File: src/design/median_defines.svh
`ifndef MEDIAN_DEFINES_SVH
`define MEDIAN_DEFINES_SVH

// Window edge in pixels, 11 x 11 words per window
`define MEDIAN_WIN_DIM 11

// Pixel word is the candidate flag on top of the sample
`define MEDIAN_PIXEL_W 10
`define MEDIAN_SAMPLE_W (`MEDIAN_PIXEL_W - 1)

// Rank of the median among 121 samples
`define MEDIAN_RANK 61

// Rank sum and plane count share this width
`define MEDIAN_SUM_W 7

`endif

File: src/design/pixel_pkg.sv
`default_nettype none

`include "median_defines.svh"

package pixel_pkg;

    // Flag in the top bit, sample below it
    typedef struct packed {
        logic                        cand;
        logic [`MEDIAN_SAMPLE_W-1:0] sample;
    } pixel_t;

    // Word value after reset
    localparam pixel_t PIXEL_INIT = '{cand: 1'b1, sample: '0};

    // Examined plane bit of one sample
    function automatic logic plane_set(input pixel_t pix, input int unsigned plane);
        plane_set = pix.sample[plane];
    endfunction

endpackage

`default_nettype wire

File: src/design/window_pkg.sv
`default_nettype none

`include "median_defines.svh"

package window_pkg;

    // Element 0 in the low bits
    typedef pixel_pkg::pixel_t [`MEDIAN_WIN_DIM-1:0] row_t;

    typedef row_t [`MEDIAN_WIN_DIM-1:0] window_t;

    // Candidates with the plane bit set, 0 to 121
    typedef logic [`MEDIAN_SUM_W-1:0] count_t;

    // Samples ranked below the current search value
    typedef logic [`MEDIAN_SUM_W-1:0] rank_sum_t;

    // Decision handed to the window update
    typedef struct packed {
        logic      keep_low;
        rank_sum_t next_sum;
    } rank_step_t;

endpackage

`default_nettype wire

File: src/design/window_count.sv
`timescale 1ns/1ns
`default_nettype none

`include "median_defines.svh"

module window_count #(
    parameter int PLANE_BIT = 7
) (
    input  wire window_pkg::window_t i_window,
    output window_pkg::count_t       o_count
);

    logic [`MEDIAN_WIN_DIM-1:0] hits [`MEDIAN_WIN_DIM];
    window_pkg::count_t         row_count [`MEDIAN_WIN_DIM];

    // Only live candidates take part in the count
    always_comb begin
        for (int r = 0; r < `MEDIAN_WIN_DIM; r++) begin
            for (int c = 0; c < `MEDIAN_WIN_DIM; c++) begin
                hits[r][c] = i_window[r][c].cand &
                             pixel_pkg::plane_set(i_window[r][c], PLANE_BIT);
            end
        end
    end

    // Per-row adder chain
    always_comb begin
        for (int r = 0; r < `MEDIAN_WIN_DIM; r++) begin
            row_count[r] = '0;
            for (int c = 0; c < `MEDIAN_WIN_DIM; c++) begin
                row_count[r] = row_count[r] + window_pkg::count_t'(hits[r][c]);
            end
        end
    end

    // Sum of rows
    always_comb begin
        o_count = '0;
        for (int r = 0; r < `MEDIAN_WIN_DIM; r++) begin
            o_count = o_count + row_count[r];
        end
    end

endmodule

`default_nettype wire

File: config.mk
export PLATFORM = sky130hd
export DESIGN_NAME = window_count
export DESIGN_NICKNAME = d
export VERILOG_FILES = /design/src/design/pixel_pkg.sv /design/src/design/window_pkg.sv /design/src/design/window_count.sv
export VERILOG_INCLUDE_DIRS = /design/src /design/src/design
export SDC_FILE = /design/constraint.sdc
export NUM_CORES = 1
export LEC_CHECK = 0
export ABC_AREA = 1
export BUFFER_PORTS_ARGS = -buffer_cell sky130_fd_sc_hd__clkbuf_2
export CORE_AREA = 2 2 476 478
export DETAILED_ROUTE_END_ITERATION = 8
export DIE_AREA = 0 0 478 480
export PLACE_DENSITY = 0.3
export SYNTH_ARGS = -nofsm -noshare
export SYNTH_HDL_FRONTEND = slang
export SYNTH_SLANG_ARGS = --single-unit
File: constraint.sdc
create_clock -name vclk -period 15.08
set_input_delay 1.508 -clock vclk [all_inputs]
set_output_delay 1.508 -clock vclk [all_outputs]
set_load 0.01 [all_outputs]
==> summary.json, run 1 <==
{
  "largest_net_degree_at_the_start_of_global_routing": 6,
  "hold_depth": 5,
  "outcome": "complete, no violations",
  "fp-row-count": 174,
  "min_path_type": "input port to primary output",
  "area_growth_syn_to_layout_pct": 134,
  "dp_hpwl_um": 22900,
  "final_hold_viol_count": 0,
  "cts_hold_repair.buffers": 0,
  "yosysSeqAreaShare_pct": 0,
  "die_width_um": 478,
  "synth.top_cells.by_area": "fa_1 (59%), inv_1 (18%), nand2_1 (14%)",
  "detail_route.first_pass.iterations": 4,
  "finalWorstPathRequiredPeriod_ns": 10.05,
  "layout.clock_buffers": 0,
  "timing.hold.worst.start": "i_window[1147]",
  "vias": 3417,
  "finalMaxSlewViolations": 0,
  "max-slew-margin-rel_pct": 62.1,
  "detail_route.iter0.violations": 33,
  "criticalPathCategory": "input port to primary output",
  "gp_routability_congestion": 0.687,
  "floorplan.io_pins": 1217,
  "post_synth_num_cell_types": 13,
  "postRouteAntennaNets": 0,
  "layout-drive-gt1-share_pct": 35.5,
  "setup_viol": 0,
  "synthDominantAreaCellType": "fa_1",
  "floorplan.core_area_sq_um": 224000,
  "nets": 2054,
  "rsz0062_at_grt": "no",
  "grt_pass1_wl_um": 28500,
  "vias_per_cell": 0.922,
  "critical_path.endpoint_type": "primary output",
  "post_cts_resized": 0,
  "max_clock_freq_mhz": 99.5,
  "synth.cell_area_sq_um": 3730,
  "synth_cells": 464,
  "synth.yosys.warnings": 0,
  "antenna_found_initial": 4,
  "synthMostInstantiatedCell": "inv_1",
  "overflow": 0,
  "postCtsSetupBuffers": 0,
  "timing.critical_path.required_ns": 13.57,
  "seq_cells": 0,
  "drt_drc_violations_left": 0,
  "min_to": "o_count[0]",
  "worst_setup_path_start_kind": "input port",
  "postRouteWirelength_um": 22700,
  "layout.filler_cells": 26600,
  "vias_in_the_first_global_route": 3649,
  "syn_nets": 1803,
  "initial_utilization_pct": 1.66,
  "die_area_sq_um": 229000,
  "worst-path-max-fanout": 3,
  "synth_top_area_share_pct": 58.5,
  "portbufs": 249,
  "fin_crit_sh_pct": 66.7,
  "post_synth.cell_area_avg_sq_um": 8.04,
  "area_used_by_sequential_logic_in_the_layout_sq_um": 0,
  "global_route.usage.total_pct": 1.86,
  "worst-endpoint-arrival_ns": 8.55,
  "maxCapViolations": 0,
  "die-height_um": 480,
  "synth_commonest_cells": "inv_1 (183), nand2_1 (138), fa_1 (109)",
  "detail_route.wl_per_cell_um": 6.12,
  "worst-slew-pin-transition_ns": 0.568,
  "totalNegativeSetupSlack_ns": 0
}
[worst max-delay path by stage]
stage	startpoint	to	slack, ns	cells after the start
6_report	i_window[997]	o_count[4]	5.03	23
5_1_grt	i_window[999]	o_count[4]	4.53	23
4_1_cts	i_window[997]	o_count[4]	4.66	23
3_5_place_dp	i_window[997]	o_count[4]	4.68	23
3_3_place_gp	i_window[999]	o_count[4]	4.64	23
2_1_floorplan	i_window[639]	o_count[4]	5.97	25
[critical path, cell delays in order]
cell	delay, ns
clkbuf_2	0.08
nand2_1	0.26
inv_1	0.19
fa_1	0.58
fa_1	0.54
inv_1	0.05
fa_1	0.68
fa_1	0.51
fa_1	0.52
fa_1	0.52
fa_1	0.56
fa_1	0.56
inv_1	0.05
fa_1	0.52
inv_1	0.05
fa_1	0.43
inv_1	0.12
fa_1	0.21
nand2_1	0.07
nand2_1	0.10
nand2_1	0.07
xnor2_1	0.14
clkbuf_2	0.19
[placed cells by master, fill, tap and decap left out]
master | netlist | routed
nand2_1 | 138 | 138
nand3b_1 | 1 | 1
nand3_2 | 2 | 2
nand3_1 | 2 | 2
nor2_1 | 2 | 2
nand4_1 | 1 | 1
diode_2 | 0 | 1
xor2_1 | 1 | 1
inv_1 | 183 | 183
xnor2_1 | 1 | 1
fa_1 | 109 | 109
clkbuf_2 | 0 | 249
ha_1 | 20 | 20
a21oi_1 | 2 | 2
nand2_2 | 2 | 2
[area by class of cell]
| type | instances | area (sq um) | share of cell area, % |
|---|---|---|---|
| antenna | 1 | 2.50 | 0.0287 |
| tap | 2992 | 3740 | 42.9 |
| timing repair buffer | 249 | 1250 | 14.3 |
| inverter | 183 | 687 | 7.88 |
| multi-input combinational | 281 | 3040 | 34.9 |
[per-layer routing]
layer	GRT usage [%]	vias to the layer above	share of wire [%]
met5	0	-	0
met4	0.237	0	1.5
li1	-	1738	-
met3	0.00279	2	0.96
met2	4.27	52	65
met1	1.81	1625	32
[through the flow]
stage,worst slack [ns],hold WS (ns),utilization [%],instance area (sq um),instances
floorplan,5.97,3.27,-,3730,464
global placement,4.64,4.00,3.89,8720,3705
detailed placement,4.68,4.00,3.89,8720,3705
CTS,4.66,4.00,3.89,8720,3705
global route,4.53,3.95,3.89,8720,3705
finish,5.03,3.83,3.89,8720,3706
[cells by family (layout without fill, tap and decap cells)]
kind of cell | after synthesis | after routing | share of synthesized area (%)
AOI/OAI and AO/OA | 2 | 2 | 0.268
xor gates and xnor gates | 2 | 2 | 0.470
adders and majority gates | 129 | 129 | 65.2
buffers and inverters | 183 | 432 | 18.4
other | 0 | 1 | 0
and+or+nand+nor | 148 | 148 | 15.6
Power of run 1 is not shown: default switching activity piles up to over one toggle a cycle in this logic, so the estimate is an artifact.
==> inputs of run 2 (changes only) <==
CORE_AREA = 2 2 474 476   (was 2 2 476 478)
DIE_AREA = 0 0 476 478   (was 0 0 478 480)
clock period = 9.9 ns   (was 15.08 ns; I/O delays follow)
==> run 2 against run 1 <==
  * Flip-flop and latch count unchanged
  * Wire length fell by 0.76%
  * Count of clock-buffer cells in the layout stayed put
  * Cell count is essentially flat
  * Design area hardly changed
  * Worst setup slack worse by 4.0 ns
  * Die area shrank 0.83%
  * Critical path type unchanged
==> summary.json, run 2 (synthesis gave the netlist of run 1 again) <==
{
  "totalNegativeSetupSlack": {"value": 0, "unit": "ns", "change": "unchanged"},
  "area_used_by_sequential_logic_in_the_layout": {"value": 0, "unit": "sq um", "change": "unchanged"},
  "cts_hold_repair.buffers": {"value": 0, "change": "unchanged"},
  "initial_utilization": {"value": 1.67, "unit": "%", "change": "+0.0065 points"},
  "postRouteWirelength": {"value": 22500, "unit": "um", "change": "-0.76%"},
  "largest_net_degree_at_the_start_of_global_routing": {"value": 6, "change": "unchanged"},
  "final_hold_viol_count": {"value": 0, "change": "unchanged"},
  "most_common_cell_after_layout_fill_and_taps_aside": "clkbuf_2",
  "worst-path-max-fanout": {"value": 3, "change": "unchanged"},
  "cpMaxStageDelayCell": "fa_1",
  "die-height": {"value": 478, "unit": "um", "change": "-0.42%"},
  "nets": {"value": 2054, "change": "unchanged"},
  "finalWorstPathRequiredPeriod_ns": 8.87,
  "criticalPathCategory": "input port to primary output",
  "max-slew-margin-rel": {"value": 65.7, "unit": "%", "change": "+3.6 points"},
  "postCtsSetupBuffers": {"value": 0, "change": "unchanged"},
  "die_area": {"value": 228000, "unit": "sq um", "change": "-0.83%"},
  "min_to": "o_count[0]",
  "setup_viol": {"value": 0, "change": "unchanged"},
  "worst_setup_path_start_kind": "input port",
  "floorplan.core_area": {"value": 223000, "unit": "sq um", "change": "-0.39%"},
  "detail_route.wl_per_cell": {"value": 6.07, "unit": "um", "change": "-0.81%"},
  "hold_depth": {"value": 5, "change": "unchanged"},
  "timing.critical_path.required": {"value": 8.91, "unit": "ns", "change": "-4.66 ns"},
  "fp-row-count": {"value": 174, "change": "unchanged"},
  "grt_pass1_wl": {"value": 28500, "unit": "um", "change": "unchanged"},
  "detail_route.first_pass.iterations": {"value": 4, "change": "unchanged"},
  "layout-drive-gt1-share": {"value": 35.5, "unit": "%", "change": "unchanged"},
  "portbufs": {"value": 249, "change": "unchanged"},
  "outcome": "complete, no violations",
  "timing.hold.worst.start": "i_window[1127]",
  "critical_path.most_common_cell": "fa_1",
  "antenna_found_initial": {"value": 1, "change": "-3"},
  "finalInstanceArea": {"value": 8730, "unit": "sq um", "change": "about the same"},
  "vias": {"value": 3476, "change": "+1.7%"},
  "worst-slew-pin-transition": {"value": 0.513, "unit": "ns", "change": "-0.0544 ns"},
  "worst-endpoint-arrival": {"value": 7.88, "unit": "ns", "change": "-0.67 ns"},
  "global_route.usage.total": {"value": 1.89, "unit": "%", "change": "+0.033 points"},
  "postRouteAntennaNets": {"value": 0, "change": "unchanged"},
  "worst_path_dominant_cell_family": "adder cells",
  "critical_path.endpoint_type": "primary output",
  "layout.filler_cells": {"value": 26600, "change": "-0.14%"},
  "vias_per_cell": {"value": 0.937, "change": "+1.7%"},
  "mostFrequentLayoutCells": "clkbuf_2 (249), inv_1 (183), nand2_1 (138)",
  "die_width": {"value": 476, "unit": "um", "change": "-0.42%"},
  "fin_crit_sh_pct": 89.6,
  "dp_hpwl": {"value": 22800, "unit": "um", "change": "-0.43%"},
  "postPlaceCellArea": {"value": 8720, "unit": "sq um", "change": "unchanged"},
  "finalMaxSlewViolations": {"value": 0, "change": "unchanged"},
  "slowest_stage_delay_cp": {"value": 0.67, "unit": "ns", "change": "about the same"},
  "detail_route.iter0.violations": {"value": 56, "change": "+70%"},
  "rsz0062_at_grt": "no",
  "maxCapViolations": {"value": 0, "change": "unchanged"},
  "max_clock_freq_mhz": 113,
  "overflow": {"value": 0, "change": "unchanged"},
  "min_path_type": "input port to primary output",
  "gp_routability_congestion": {"value": 0.695, "change": "+1.2%"},
  "critical_path_buf_inv_count": {"value": 7, "change": "unchanged"},
  "seq_cells": {"value": 0, "change": "unchanged"},
  "floorplan.io_pins": {"value": 1217, "change": "unchanged"},
  "vias_in_the_first_global_route": {"value": 3590, "change": "-1.6%"},
  "area_growth_syn_to_layout": {"value": 134, "unit": "%", "change": "about the same"},
  "layout.clock_buffers": {"value": 0, "change": "unchanged"},
  "drt_drc_violations_left": {"value": 0, "change": "unchanged"},
  "post_cts_resized": {"value": 0, "change": "unchanged"}
}
## run 2: cell types whose count changed in the layout (fill, tap and decap cells not counted), sizes merged
| cell | before | now |
|---|---|---|
| diode | 1 | 3 |
## run 2: metrics by stage
stage                     util [%]  worst slack [ns]  hold WS, ns  cells
after floorplan                  -              1.83         2.23    464
after global placement        3.91             0.818         2.96   3705
after detailed placement      3.91             0.810         2.96   3705
after CTS                     3.91             0.804         2.96   3705
after global routing          3.91             0.548         2.89   3705
final                         3.91              1.03         2.84   3708
## run 2: per-layer routing
layer | wire [um] | vias to the layer above | track usage [%] | share of wire (%)
met5 | 0 | - | 0 | 0
li1 | - | 1744 | - | -
met1 | 7370 | 1680 | 1.85 | 33
met3 | 223 | 2 | 0 | 0.99
met2 | 14600 | 50 | 4.30 | 65
met4 | 373 | 0 | 0.257 | 1.7
## run 2: worst max-delay path by stage
stage,depth (start not counted),from,to
6_report,25,i_window[999],o_count[6]
5_1_grt,25,i_window[777],o_count[4]
4_1_cts,23,i_window[999],o_count[4]
3_5_place_dp,23,i_window[999],o_count[4]
3_3_place_gp,23,i_window[999],o_count[4]
2_1_floorplan,25,i_window[639],o_count[4]
## run 2: cell type report
class              instances  area (sq um)  area share (%)
diodes                     3          7.51          0.0860
inverters                183           687            7.87
multi-input cells        281          3040            34.9
well taps               2992          3740            42.9
repair buffers           249          1250            14.3
==> inputs of run 3 (changes only) <==
CAP_MARGIN = 10   (was unset)
PLACE_DENSITY = unset   (was 0.3)
==> run 3 against run 2 <==
  * Wire length down 5.3%
  * Flip-flop and latch count unchanged
  * Cell count about the same
  * Core utilization is essentially flat
  * First-iteration DRC count is 130% higher
==> summary.json, run 3 (synthesis gave the netlist of run 1 again) <==
{
  "floorplan.core_area": {"value": 223000, "unit": "sq um", "change": "unchanged"},
  "finalWorstPathRequiredPeriod": {"value": 9.10, "unit": "ns", "change": "+0.227 ns"},
  "post_cts_resized": {"value": 0, "change": "unchanged"},
  "area_growth_syn_to_layout": {"value": 134, "unit": "%", "change": "about the same"},
  "layout-drive-gt1-share": {"value": 35.5, "unit": "%", "change": "unchanged"},
  "worst_setup_path_start_kind": "input port",
  "fin_crit_sh": {"value": 91.9, "unit": "%", "change": "+2.3 points"},
  "largest_net_degree_at_the_start_of_global_routing": {"value": 6, "change": "unchanged"},
  "detail_route.wl_per_cell": {"value": 5.75, "unit": "um", "change": "-5.3%"},
  "rsz0062_at_grt": "no",
  "totalNegativeSetupSlack": {"value": 0, "unit": "ns", "change": "unchanged"},
  "dp_hpwl": {"value": 21500, "unit": "um", "change": "-5.9%"},
  "max-slew-margin-rel": {"value": 59.8, "unit": "%", "change": "-5.9 points"},
  "area_used_by_sequential_logic_in_the_layout": {"value": 0, "unit": "sq um", "change": "unchanged"},
  "worst-endpoint-arrival": {"value": 8.11, "unit": "ns", "change": "+0.23 ns"},
  "detail_route.first_pass.iterations": {"value": 4, "change": "unchanged"},
  "nets": {"value": 2054, "change": "unchanged"},
  "die_width": {"value": 476, "unit": "um", "change": "unchanged"},
  "worst-path-max-fanout": {"value": 3, "change": "unchanged"},
  "maxCapViolations": {"value": 0, "change": "unchanged"},
  "vias": {"value": 3413, "change": "-1.8%"},
  "drt_drc_violations_left": {"value": 0, "change": "unchanged"},
  "worst_setup_path_startpoint": "i_window[899]",
  "mostFrequentLayoutCells": "clkbuf_2 (249), inv_1 (183), nand2_1 (138)",
  "initial_utilization": {"value": 1.67, "unit": "%", "change": "unchanged"},
  "timing.hold.worst.start": "i_window[1127]",
  "vias_in_the_first_global_route": {"value": 3449, "change": "-3.9%"},
  "finalMaxSlewViolations": {"value": 0, "change": "unchanged"},
  "postRouteAntennaNets": {"value": 0, "change": "unchanged"},
  "postRouteWirelength": {"value": 21300, "unit": "um", "change": "-5.3%"},
  "die-height": {"value": 478, "unit": "um", "change": "unchanged"},
  "fp-row-count": {"value": 174, "change": "unchanged"},
  "cp-endpoint": "o_count[4]",
  "portbufs": {"value": 249, "change": "unchanged"},
  "cts_hold_repair.buffers": {"value": 0, "change": "unchanged"},
  "multiInputGateArea": {"value": 3040, "unit": "sq um", "change": "unchanged"},
  "die_area": {"value": 228000, "unit": "sq um", "change": "unchanged"},
  "vias_per_cell": {"value": 0.920, "change": "-1.8%"},
  "layout.filler_cells": {"value": 26600, "change": "-0.20%"},
  "postCtsSetupBuffers": {"value": 0, "change": "unchanged"},
  "most_common_cell_after_layout_fill_and_taps_aside": "clkbuf_2",
  "overflow": {"value": 0, "change": "unchanged"},
  "setup_viol": {"value": 0, "change": "unchanged"},
  "worst-slew-pin-transition": {"value": 0.602, "unit": "ns", "change": "+0.0885 ns"},
  "criticalPathCategory": "input port to primary output",
  "floorplan.io_pins": {"value": 1217, "change": "unchanged"},
  "layout.clock_buffers": {"value": 0, "change": "unchanged"},
  "seq_cells": {"value": 0, "change": "unchanged"},
  "outcome": "complete, no violations",
  "final_hold_viol_count": {"value": 0, "change": "unchanged"},
  "grt_pass1_wl": {"value": 27300, "unit": "um", "change": "-4.3%"},
  "gp_routability_congestion": {"value": 0.762, "change": "+9.7%"},
  "max_clock_freq": {"value": 110, "unit": "MHz", "change": "-2.5%"},
  "timing.critical_path.required": {"value": 8.91, "unit": "ns", "change": "about the same"},
  "detail_route.iter0.violations": {"value": 128, "change": "+130%"},
  "global_route.usage.total": {"value": 1.80, "unit": "%", "change": "-0.093 points"},
  "critical_path.endpoint_type": "primary output",
  "antenna_found_initial": {"value": 2, "change": "+1"},
  "min_path_type": "input port to primary output"
}
run 3: cell type report:
type | count | share of cell area, %
diodes | 4 | 0.115
multi-input cells | 281 | 34.8
inverters | 183 | 7.87
repair buffers | 249 | 14.3
well taps | 2992 | 42.9
run 3: metal layers:
layer	vias up	routed length, um	track usage, %
li1	1742	-	-
met1	1621	6320	1.66
met2	46	14600	4.29
met3	2	402	0.0483
met4	2	3	0
met5	-	19	0
run 3: worst min path at each step:
stage / to / slack (ns) / cells past startpoint
final: o_count[0] / 2.70 / 5
after global routing: o_count[0] / 2.83 / 5
after CTS: o_count[0] / 2.89 / 5
after detailed placement: o_count[0] / 2.89 / 5
after global placement: o_count[0] / 2.90 / 5
after floorplan: o_count[0] / 2.23 / 3
run 3: metrics by stage:
| stage | cell area (sq um) | utilization, % | hold slack, ns | setup slack (ns) | instances |
|---|---|---|---|---|---|
| after global placement | 8720 | 3.91 | 2.90 | 0.511 | 3705 |
| after global routing | 8720 | 3.91 | 2.83 | 0.365 | 3705 |
| after floorplan | 3730 | - | 2.23 | 1.83 | 464 |
| after CTS | 8720 | 3.91 | 2.89 | 0.512 | 3705 |
| after detailed placement | 8720 | 3.91 | 2.89 | 0.516 | 3705 |
| final | 8730 | 3.91 | 2.70 | 0.804 | 3709 |
run 3: critical path, stage by stage:
cell and delay (ns):
clkbuf_2 0.08, nand2_1 0.35, inv_1 0.12, fa_1 0.49, fa_1 0.51, fa_1 0.66, inv_1 0.10, fa_1 0.53
fa_1 0.52, fa_1 0.52, fa_1 0.54, fa_1 0.55, inv_1 0.12, fa_1 0.55, inv_1 0.05, fa_1 0.40
inv_1 0.19, fa_1 0.27, nand2_1 0.06, nand2_1 0.11, nand2_1 0.07, xnor2_1 0.13, clkbuf_2 0.18
Power of run 3 is left out for the same reason.
